**src/rv_isa_pkg.sv**
```systemverilog
// RV32I base encodings only; no compressed, CSR or fence opcodes are defined
package rv_isa_pkg;

    typedef logic [31:0] word_t;

    // major opcode field, instr[6:0]
    typedef enum logic [6:0] {
        LUI    = 7'b0110111,
        AUIPC  = 7'b0010111,
        JAL    = 7'b1101111,
        JALR   = 7'b1100111,
        BRANCH = 7'b1100011,
        LOAD   = 7'b0000011,
        STORE  = 7'b0100011,
        OP_IMM = 7'b0010011,
        OP     = 7'b0110011,
        SYSTEM = 7'b1110011
    } opcode_t;

    // encoded as {instr[30], funct3} so the decoder can pass the fields through
    typedef enum logic [3:0] {
        ADD  = 4'b0000,
        SLL  = 4'b0001,
        SLT  = 4'b0010,
        SLTU = 4'b0011,
        XOR  = 4'b0100,
        SRL  = 4'b0101,
        OR   = 4'b0110,
        AND  = 4'b0111,
        SUB  = 4'b1000,
        SRA  = 4'b1101
    } alu_op_t;

    // same as funct3 of loads and stores
    typedef enum logic [2:0] {
        MB  = 3'b000,
        MH  = 3'b001,
        MW  = 3'b010,
        MBU = 3'b100,
        MHU = 3'b101
    } mem_width_t;

    // same as funct3 of conditional branches
    typedef enum logic [2:0] {
        BEQ  = 3'b000,
        BNE  = 3'b001,
        BLT  = 3'b100,
        BGE  = 3'b101,
        BLTU = 3'b110,
        BGEU = 3'b111
    } branch_t;

endpackage

```
**src/rv_pipe_pkg.sv**
```systemverilog
// single core configuration; reset vector and register count are fixed here
package rv_pipe_pkg;
    import rv_isa_pkg::*;

    localparam word_t RESET_PC = 32'h0000_0000;
    localparam int    REG_AW   = 5;
    localparam int    NUM_REGS = 1 << REG_AW;

    typedef enum logic {A_RS1, A_PC} a_sel_t;
    typedef enum logic {B_RS2, B_IMM} b_sel_t;
    typedef enum logic [1:0] {W_ALU, W_LOAD, W_PC4, W_IMM} w_sel_t;

    typedef struct packed {
        logic  valid;
        word_t pc;
        word_t instr;
    } fetch_ex_t;

    typedef struct packed {
        alu_op_t    alu_op;
        a_sel_t     a_sel;
        b_sel_t     b_sel;
        logic       wen;
        w_sel_t     w_sel;
        logic       mem_rd;
        logic       mem_wr;
        mem_width_t width;
        logic       is_branch;
        branch_t    cond;
        logic       is_jump;
        logic       jalr;
        logic       halt;
    } ctrl_t;

    typedef struct packed {
        logic  taken;
        word_t target;
    } redirect_t;

    // wishbone classic, master to slave and back
    typedef struct packed {
        logic       cyc;
        logic       stb;
        logic       we;
        logic [3:0] sel;
        word_t      adr;
        word_t      dat;
    } wb_m2s_t;

    typedef struct packed {
        word_t dat;
        logic  ack;
    } wb_s2m_t;

endpackage

```
**src/rv_alu.sv**
```systemverilog
// RV32I integer operations only; shift amount is taken from b[4:0]
`timescale 1ns/1ps

module rv_alu
    import rv_isa_pkg::*;
(
    input  alu_op_t op,
    input  word_t   a,
    input  word_t   b,
    output word_t   y
);

    logic [4:0] shamt;

    assign shamt = b[4:0];

    always_comb begin
        case (op)
            ADD:  y = a + b;
            SUB:  y = a - b;
            SLL:  y = a << shamt;
            SLT:  y = {31'b0, $signed(a) < $signed(b)};
            SLTU: y = {31'b0, a < b};
            XOR:  y = a ^ b;
            SRL:  y = a >> shamt;
            SRA:  y = $unsigned($signed(a) >>> shamt);
            OR:   y = a | b;
            AND:  y = a & b;
            // illegal funct7/funct3 pairs
            default: y = '0;
        endcase
    end

endmodule

```
**src/reg_file.sv**
```systemverilog
// 32 x 32 registers, two async reads and one write port; x0 always reads zero
`timescale 1ns/1ps

module reg_file
    import rv_isa_pkg::*;
    import rv_pipe_pkg::*;
(
    input  logic              CLK,
    input  logic              nRST,
    input  logic [REG_AW-1:0] rs1,
    input  logic [REG_AW-1:0] rs2,
    input  logic [REG_AW-1:0] rd,
    input  word_t             wdata,
    input  logic              wen,
    output word_t             rs1_data,
    output word_t             rs2_data
);

    word_t regs [NUM_REGS];

    always_ff @(posedge CLK or negedge nRST) begin
        if (!nRST) begin
            regs <= '{default: '0};
        end else if (wen && rd != '0) begin
            regs[rd] <= wdata;
        end
    end

    assign rs1_data = regs[rs1];
    assign rs2_data = regs[rs2];

endmodule

```
**src/rv_decoder.sv**
```systemverilog
// RV32I only; unknown opcodes decode to a no-op and every SYSTEM opcode to halt
`timescale 1ns/1ps

module rv_decoder
    import rv_isa_pkg::*;
    import rv_pipe_pkg::*;
(
    input  word_t             instr,
    output ctrl_t             ctrl,
    output word_t             imm,
    output logic [REG_AW-1:0] rs1,
    output logic [REG_AW-1:0] rs2,
    output logic [REG_AW-1:0] rd
);

    opcode_t    opcode;
    logic [2:0] funct3;
    word_t      imm_i;
    word_t      imm_s;
    word_t      imm_b;
    word_t      imm_u;
    word_t      imm_j;

    assign opcode = opcode_t'(instr[6:0]);
    assign funct3 = instr[14:12];
    assign rs1    = instr[19:15];
    assign rs2    = instr[24:20];
    assign rd     = instr[11:7];

    assign imm_i = {{20{instr[31]}}, instr[31:20]};
    assign imm_s = {{20{instr[31]}}, instr[31:25], instr[11:7]};
    assign imm_b = {{19{instr[31]}}, instr[31], instr[7], instr[30:25], instr[11:8], 1'b0};
    assign imm_u = {instr[31:12], 12'b0};
    assign imm_j = {{11{instr[31]}}, instr[31], instr[19:12], instr[20], instr[30:21], 1'b0};

    always_comb begin
        ctrl = '0;
        imm  = '0;
        case (opcode)
            LUI: begin
                ctrl.wen   = 1'b1;
                ctrl.w_sel = W_IMM;
                imm        = imm_u;
            end
            AUIPC: begin
                ctrl.wen   = 1'b1;
                ctrl.a_sel = A_PC;
                ctrl.b_sel = B_IMM;
                imm        = imm_u;
            end
            JAL: begin
                ctrl.wen     = 1'b1;
                ctrl.w_sel   = W_PC4;
                ctrl.is_jump = 1'b1;
                imm          = imm_j;
            end
            JALR: begin
                ctrl.wen     = 1'b1;
                ctrl.w_sel   = W_PC4;
                ctrl.is_jump = 1'b1;
                ctrl.jalr    = 1'b1;
                imm          = imm_i;
            end
            BRANCH: begin
                ctrl.is_branch = 1'b1;
                ctrl.cond      = branch_t'(funct3);
                imm            = imm_b;
            end
            LOAD: begin
                ctrl.wen    = 1'b1;
                ctrl.w_sel  = W_LOAD;
                ctrl.mem_rd = 1'b1;
                ctrl.b_sel  = B_IMM;
                ctrl.width  = mem_width_t'(funct3);
                imm         = imm_i;
            end
            STORE: begin
                ctrl.mem_wr = 1'b1;
                ctrl.b_sel  = B_IMM;
                ctrl.width  = mem_width_t'(funct3);
                imm         = imm_s;
            end
            OP_IMM: begin
                ctrl.wen   = 1'b1;
                ctrl.b_sel = B_IMM;
                // bit 30 only selects SRA among the immediate forms
                ctrl.alu_op = alu_op_t'({funct3 == 3'b101 && instr[30], funct3});
                imm         = imm_i;
            end
            OP: begin
                ctrl.wen    = 1'b1;
                ctrl.alu_op = alu_op_t'({instr[30], funct3});
            end
            SYSTEM: ctrl.halt = 1'b1;
            default: ctrl = '0;
        endcase
    end

endmodule

```
**src/fetch_stage.sv**
```systemverilog
// imem_data must be valid in the same cycle as imem_addr; static not-taken prediction
`timescale 1ns/1ps

module fetch_stage
    import rv_isa_pkg::*;
    import rv_pipe_pkg::*;
(
    input  logic      CLK,
    input  logic      nRST,
    input  logic      stall,
    input  redirect_t redirect,
    input  logic      halt,
    output word_t     imem_addr,
    input  word_t     imem_data,
    output fetch_ex_t fetch_ex
);

    word_t pc;
    logic  valid_q;
    word_t pc_q;
    word_t instr_q;

    logic advance;

    assign advance   = !stall && !halt;
    assign imem_addr = pc;

    // redirect wins; execute only redirects when it is not stalled
    always_ff @(posedge CLK or negedge nRST) begin
        if (!nRST) begin
            pc      <= RESET_PC;
            valid_q <= 1'b0;
        end else if (redirect.taken) begin
            pc      <= redirect.target;
            valid_q <= 1'b0;
        end else if (advance) begin
            pc      <= pc + 32'd4;
            valid_q <= 1'b1;
        end
    end

    // payload of the fetch/execute register
    always_ff @(posedge CLK) begin
        if (advance && !redirect.taken) begin
            pc_q    <= pc;
            instr_q <= imem_data;
        end
    end

    assign fetch_ex.valid = valid_q;
    assign fetch_ex.pc    = pc_q;
    assign fetch_ex.instr = instr_q;

endmodule

```
**src/execute_stage.sv**
```systemverilog
// no misaligned-access checks; bus request is registered, so each access takes 2+ cycles
`timescale 1ns/1ps

module execute_stage
    import rv_isa_pkg::*;
    import rv_pipe_pkg::*;
(
    input  logic      CLK,
    input  logic      nRST,
    input  fetch_ex_t fetch_ex,
    output redirect_t redirect,
    output logic      stall,
    output wb_m2s_t   wb_m2s,
    input  wb_s2m_t   wb_s2m,
    output logic      halt
);

    typedef enum logic {IDLE, WAIT} wb_state_t;

    ctrl_t             ctrl;
    word_t             imm;
    logic [REG_AW-1:0] rs1;
    logic [REG_AW-1:0] rs2;
    logic [REG_AW-1:0] rd;
    word_t             rs1_data;
    word_t             rs2_data;
    word_t             alu_a;
    word_t             alu_b;
    word_t             alu_y;
    word_t             wdata;
    word_t             pc4;
    word_t             jalr_sum;
    word_t             lane;
    word_t             load_data;
    logic              rf_wen;
    logic              ex_valid;
    logic              is_mem;
    logic              br_cond;
    logic              launch;
    logic              ack_done;

    wb_state_t  state;
    logic       req_q;
    logic       we_q;
    logic [3:0] sel_q;
    logic [3:0] sel_next;
    word_t      adr_q;
    word_t      dat_q;
    word_t      dat_next;

    rv_decoder i_rv_decoder (
        .instr (fetch_ex.instr),
        .ctrl  (ctrl),
        .imm   (imm),
        .rs1   (rs1),
        .rs2   (rs2),
        .rd    (rd)
    );

    reg_file i_reg_file (
        .CLK      (CLK),
        .nRST     (nRST),
        .rs1      (rs1),
        .rs2      (rs2),
        .rd       (rd),
        .wdata    (wdata),
        .wen      (rf_wen),
        .rs1_data (rs1_data),
        .rs2_data (rs2_data)
    );

    rv_alu i_rv_alu (
        .op (ctrl.alu_op),
        .a  (alu_a),
        .b  (alu_b),
        .y  (alu_y)
    );

    // nothing executes once halted
    assign ex_valid = fetch_ex.valid && !halt;
    assign is_mem   = ctrl.mem_rd || ctrl.mem_wr;
    assign alu_a    = (ctrl.a_sel == A_PC) ? fetch_ex.pc : rs1_data;
    assign alu_b    = (ctrl.b_sel == B_IMM) ? imm : rs2_data;
    assign pc4      = fetch_ex.pc + 32'd4;

    always_comb begin
        case (ctrl.cond)
            BEQ:     br_cond = rs1_data == rs2_data;
            BNE:     br_cond = rs1_data != rs2_data;
            BLT:     br_cond = $signed(rs1_data) < $signed(rs2_data);
            BGE:     br_cond = $signed(rs1_data) >= $signed(rs2_data);
            BLTU:    br_cond = rs1_data < rs2_data;
            BGEU:    br_cond = rs1_data >= rs2_data;
            default: br_cond = 1'b0;
        endcase
    end

    assign jalr_sum        = rs1_data + imm;
    assign redirect.taken  = ex_valid && (ctrl.is_jump || (ctrl.is_branch && br_cond));
    assign redirect.target = ctrl.jalr ? {jalr_sum[31:1], 1'b0} : fetch_ex.pc + imm;

    // byte lanes for the access, data replicated on all lanes
    always_comb begin
        case (ctrl.width)
            MB, MBU: begin
                sel_next = 4'b0001 << alu_y[1:0];
                dat_next = {4{rs2_data[7:0]}};
            end
            MH, MHU: begin
                sel_next = alu_y[1] ? 4'b1100 : 4'b0011;
                dat_next = {2{rs2_data[15:0]}};
            end
            default: begin
                sel_next = 4'b1111;
                dat_next = rs2_data;
            end
        endcase
    end

    // shift the addressed lane down, then extend
    assign lane = wb_s2m.dat >> {adr_q[1:0], 3'b000};

    always_comb begin
        case (ctrl.width)
            MB:      load_data = {{24{lane[7]}}, lane[7:0]};
            MBU:     load_data = {24'b0, lane[7:0]};
            MH:      load_data = {{16{lane[15]}}, lane[15:0]};
            MHU:     load_data = {16'b0, lane[15:0]};
            default: load_data = wb_s2m.dat;
        endcase
    end

    assign launch   = (state == IDLE) && ex_valid && is_mem;
    assign ack_done = (state == WAIT) && wb_s2m.ack;
    assign stall    = ex_valid && is_mem && !ack_done;

    always_ff @(posedge CLK or negedge nRST) begin
        if (!nRST) begin
            state <= IDLE;
            req_q <= 1'b0;
        end else begin
            case (state)
                IDLE: begin
                    if (launch) begin
                        state <= WAIT;
                        req_q <= 1'b1;
                    end
                end
                WAIT: begin
                    if (wb_s2m.ack) begin
                        state <= IDLE;
                        req_q <= 1'b0;
                    end
                end
                default: state <= IDLE;
            endcase
        end
    end

    // held stable until ack
    always_ff @(posedge CLK) begin
        if (launch) begin
            adr_q <= alu_y;
            we_q  <= ctrl.mem_wr;
            sel_q <= sel_next;
            dat_q <= dat_next;
        end
    end

    assign wb_m2s.cyc = req_q;
    assign wb_m2s.stb = req_q;
    assign wb_m2s.we  = we_q;
    assign wb_m2s.sel = sel_q;
    assign wb_m2s.adr = adr_q;
    assign wb_m2s.dat = dat_q;

    // plain ops write when not stalled, loads on their ack
    assign rf_wen = (ex_valid && ctrl.wen && !is_mem) || (ack_done && ctrl.mem_rd);

    always_comb begin
        case (ctrl.w_sel)
            W_LOAD:  wdata = load_data;
            W_PC4:   wdata = pc4;
            W_IMM:   wdata = imm;
            default: wdata = alu_y;
        endcase
    end

    always_ff @(posedge CLK or negedge nRST) begin
        if (!nRST) begin
            halt <= 1'b0;
        end else if (ex_valid && ctrl.halt) begin
            halt <= 1'b1;
        end
    end

endmodule

```
**src/core_top.sv**
```systemverilog
// two-stage RV32I core; imem is a combinational read port, dmem is Wishbone classic
`timescale 1ns/1ps

module core_top
    import rv_isa_pkg::*;
    import rv_pipe_pkg::*;
(
    input  logic    CLK,
    input  logic    nRST,
    output word_t   imem_addr,
    input  word_t   imem_data,
    output wb_m2s_t wb_m2s,
    input  wb_s2m_t wb_s2m,
    output logic    halt
);

    fetch_ex_t fetch_ex;
    redirect_t redirect;
    logic      stall;

    fetch_stage i_fetch_stage (
        .CLK       (CLK),
        .nRST      (nRST),
        .stall     (stall),
        .redirect  (redirect),
        .halt      (halt),
        .imem_addr (imem_addr),
        .imem_data (imem_data),
        .fetch_ex  (fetch_ex)
    );

    execute_stage i_execute_stage (
        .CLK      (CLK),
        .nRST     (nRST),
        .fetch_ex (fetch_ex),
        .redirect (redirect),
        .stall    (stall),
        .wb_m2s   (wb_m2s),
        .wb_s2m   (wb_s2m),
        .halt     (halt)
    );

endmodule

```
**config.mk**
```make
export PLATFORM = sky130hd
export DESIGN_NAME = core_top
export DESIGN_NICKNAME = d
export VERILOG_FILES = /design/src/rv_isa_pkg.sv /design/src/rv_pipe_pkg.sv /design/src/rv_alu.sv /design/src/reg_file.sv /design/src/rv_decoder.sv /design/src/fetch_stage.sv /design/src/execute_stage.sv /design/src/core_top.sv
export SDC_FILE = /design/constraint.sdc
export NUM_CORES = 2
export LEC_CHECK = 0
export BUFFER_PORTS_ARGS = -buffer_cell sky130_fd_sc_hd__buf_2
export CAP_MARGIN = 15
export CORE_ASPECT_RATIO = 0.75
export CORE_MARGIN = 3
export CORE_UTILIZATION = 40
export DETAILED_ROUTE_END_ITERATION = 12
export GPL_TIMING_DRIVEN = 1
export PLACE_DENSITY = 0.58
export SLEW_MARGIN = 30
export SYNTH_ARGS = -nofsm -noshare
export SYNTH_HDL_FRONTEND = slang
export SYNTH_SLANG_ARGS = --single-unit
export TNS_END_PERCENT = 100
```
**constraint.sdc**
```tcl
create_clock -name CLK -period 11.1 [get_ports CLK]
set_input_delay 1.665 -clock CLK [delete_from_list [all_inputs] [get_ports CLK]]
set_output_delay 1.665 -clock CLK [all_outputs]
set_load 0.02 [all_outputs]
```
==> impl_metrics.toml <==
[outcome]
status = "finished, final reports clean"

[global_routing]
grt_usage_pct = 34.7
grt_max_degree = 166
grt_pass1_wl_um = 494000
antenna_found_initial = 26
grt_remaining_overflow = 0
grt_pass1_vias = 62600

[cts]
cts_sinks = 1193
path_clk_slew_ns = 0.07
post_cts_buffers = 0
clock_latency_ns = 0.85
hold_buffers = 0
cts_resized = 0
cts-root-buf = "clkbuf_16"
cts_tree = "yes"
clockBufferDepth = 3
cts_buffers = 120
htreeDepth = 3

[logic_synthesis]
synthFlopType = "dfrtp_1"
ys_seq_elements = 1193
synth-async-reset-ratio_pct = 88.9
synth_cell_types = 111
synth_nets = 7686
syn_area_per_cell_um2 = 10.4
syn_inst = 7423
ys_seq_area_share_pct = 39.6
synth_edf_count = 133
syn_area_um2 = 77000
ys_warn_count = 0

[power_and_ir_drop]
max-vdd-ir-drop_uv = 190
power.switching_w = 0.0149
leakage_nw = 38.2
p_sw_share_pct = 53.1
p_int_w = 0.0132
pwr-share-seq_pct = 22.0
p_comb_share_pct = 61.7
powerDensity_nw_per_um2 = 326
p_total_w = 0.0281
p_clk_share_pct = 16.3

[final_layout]
stdcell_count = 10000
area_delta_synth_final_pct = 11.9
design_area_um2 = 86200
final_cell_mix = "dfrtp_1, nand2_1, mux2i_1"
layout_commonest_cell = "dfrtp_1"
layout.nets = 7632
drive_above_1_share_pct = 22.6
utilization_pct = 45.3

[place]
hpwl_um = 247000
port_buffers = 170
dpl-instance-area_um2 = 81600
gp_congestion = 1.09
dp.cells = 9762

[floorplan]
fp.dieW_um = 513
start_util_pct = 40.5
die_h_um = 386
ioPinCount = 171
rows = 138
coreArea_um2 = 190000
die-area_um2 = 198000

[worst_hold_path]
hold_path.class = "flip-flop to flip-flop"

[sta]
post-route-min-period_ns = 8.74
max_slew_margin_pct = 19.4
finClkSkew_ns = 0.107
worstMarginPinSlew_ns = 1.21
min_period_over_period_pct = 78.8
fin_setup_tns_ns = 0
setup_viol = 0
hold_viol_final = 0
rsz0062_at_grt = "false"
slew_viol_final = 0
clock.fmax_mhz = 114

[setup_path]
path_max_fanout = 36
worst-path-buf-inv = 2
critPathTopFamily = "compound AO/OA/AOI/OAI gates"
path_class = "flip-flop to flip-flop"
cpMaxStageDelayCell = "nor4_1"
critPathRequiredTime_ns = 11.71
cp.arrival_ns = 9.35
slowest_delay_ns = 0.85
crit_chain = "buf_4 -> mux4_2 -> mux4_2 -> mux2i_1 -> nor2_1 -> a21o_1 -> ha_1 -> nor4_1 -> nand3_1 -> o31ai_1 -> o21bai_1 -> o211ai_1 -> a21oi_1 -> o21ai_0 -> a21oi_1 -> a31oi_1 -> nand4_1 -> a21oi_2 -> buf_4 -> o21ai_0"
cp-end-kind = "flip-flop"
start_kind = "flip-flop"

[detailed_routing]
dr_total_vias = 66900
firstDrtPassIters = 6
drtAntennaViolNets = 0
wl_per_cell_um = 35.3
drt_wl_total_um = 353000
drc = 0
routed_via_density = 6.68
first_iter_violations = 9395

[flow_run]
drv_cap = 0
power by group through the flow:
| stage | combinational (W) | clock, W | sequential [W] |
|---|---|---|---|
| finish | 0.0173 | 0.00458 | 0.00616 |
| global placement | 0.0163 | 0 | 0.00616 |
| floorplan | 0.00958 | 0 | 0.00588 |
| CTS | 0.0164 | 0.00464 | 0.00611 |
| detailed placement | 0.0164 | 0 | 0.00619 |
| global route | 0.0179 | 0.00483 | 0.00623 |
sequential cells by signal (all words and copies together), names as in the netlist:
register	cells
i_execute_stage.req_q	1
i_fetch_stage.imem_addr	32
i_fetch_stage.pc_q	32
i_execute_stage.state	1
i_fetch_stage.valid_q	1
i_execute_stage.halt	1
i_execute_stage.adr_q	32
i_execute_stage.dat_q	32
i_execute_stage.i_reg_file.regs	1024
i_execute_stage.sel_q	4
i_fetch_stage.instr_q	32
i_execute_stage.we_q	1
path summary, 6_finish.rpt:
kind,start,to,slack [ns],depth (start not counted)
min in group asynchronous,nRST,i_execute_stage.i_reg_file.regs[915],0.81,1
hold / removal,i_execute_stage.i_reg_file.regs[1000],i_execute_stage.i_reg_file.regs[1000],0.40,0
hold reg to reg,i_execute_stage.i_reg_file.regs[1000],i_execute_stage.i_reg_file.regs[1000],0.40,0
setup / recovery,i_fetch_stage.instr_q[20],i_execute_stage.i_reg_file.regs[192],2.36,20
max in group asynchronous,nRST,i_execute_stage.i_reg_file.regs[343],7.93,4
setup reg to reg,i_fetch_stage.instr_q[20],i_execute_stage.i_reg_file.regs[192],2.36,20
final cells by class:
| cell class | instances | area (µm²) |
|---|---|---|
| Multi-Input combinational cell | 5426 | 43800 |
| Clock buffer | 153 | 3310 |
| Tap cell | 2520 | 3150 |
| Clock inverter | 76 | 1090 |
| Antenna cell | 12 | 30.0 |
| Inverter | 143 | 543 |
| Fill cell | 17700 | 104000 |
| Sequential cell | 1193 | 30500 |
| Timing Repair Buffer | 485 | 3760 |
cells in the mapped netlist (44+ instances only):
cell / n / area, µm²
buf_4: 71 / 533
nor2_1: 315 / 1180
buf_2: 84 / 420
o21a_1: 44 / 330
dfrtp_1: 1060 / 26500
a21o_1: 89 / 668
edfxtp_1: 133 / 3990
xnor2_1: 61 / 534
inv_1: 138 / 518
mux2i_1: 706 / 7070
o21ai_1: 92 / 460
clkbuf_1: 422 / 1580
buf_1: 55 / 206
ha_1: 192 / 2400
nand3_1: 91 / 455
nand2_1: 763 / 2860
nor3_1: 62 / 310
a22oi_1: 302 / 2270
mux4_2: 304 / 6850
o21ai_0: 612 / 3060
a21oi_1: 450 / 2250
a211oi_1: 72 / 541
a31oi_1: 48 / 300
and2_1: 49 / 307
mux2_2: 472 / 5320
metal layers:
layer | wire length [µm] | GRT usage, % | share of wire (%)
met1 | 152000 | 50.0 | 43
met2 | 139000 | 46.6 | 39
met3 | 46100 | 13.2 | 13
met4 | 15700 | 13.2 | 4.5
met5 | 227 | 0 | 0.064
logic make-up after synthesis:
logic type               share of synthesized area, %
AO/OA/AOI/OAI                                    17.3
AND/OR/NAND/NOR                                  9.27
multiplexers                                     25.0
flip-flops                                       39.6
buffers and inverters                            4.69
adder cells (fa/ha/maj)                          3.22
XOR/XNOR                                        0.932
per-stage QoR:
step	setup WS, ns	hold WS [ns]
6_report	2.36	0.401
5_1_grt	2.30	0.416
4_1_cts	2.63	0.403
3_5_place_dp	2.65	0.384
3_3_place_gp	2.58	0.381
2_1_floorplan	3.13	0.445
No activity file was read; power rests on OpenSTA's default activity.
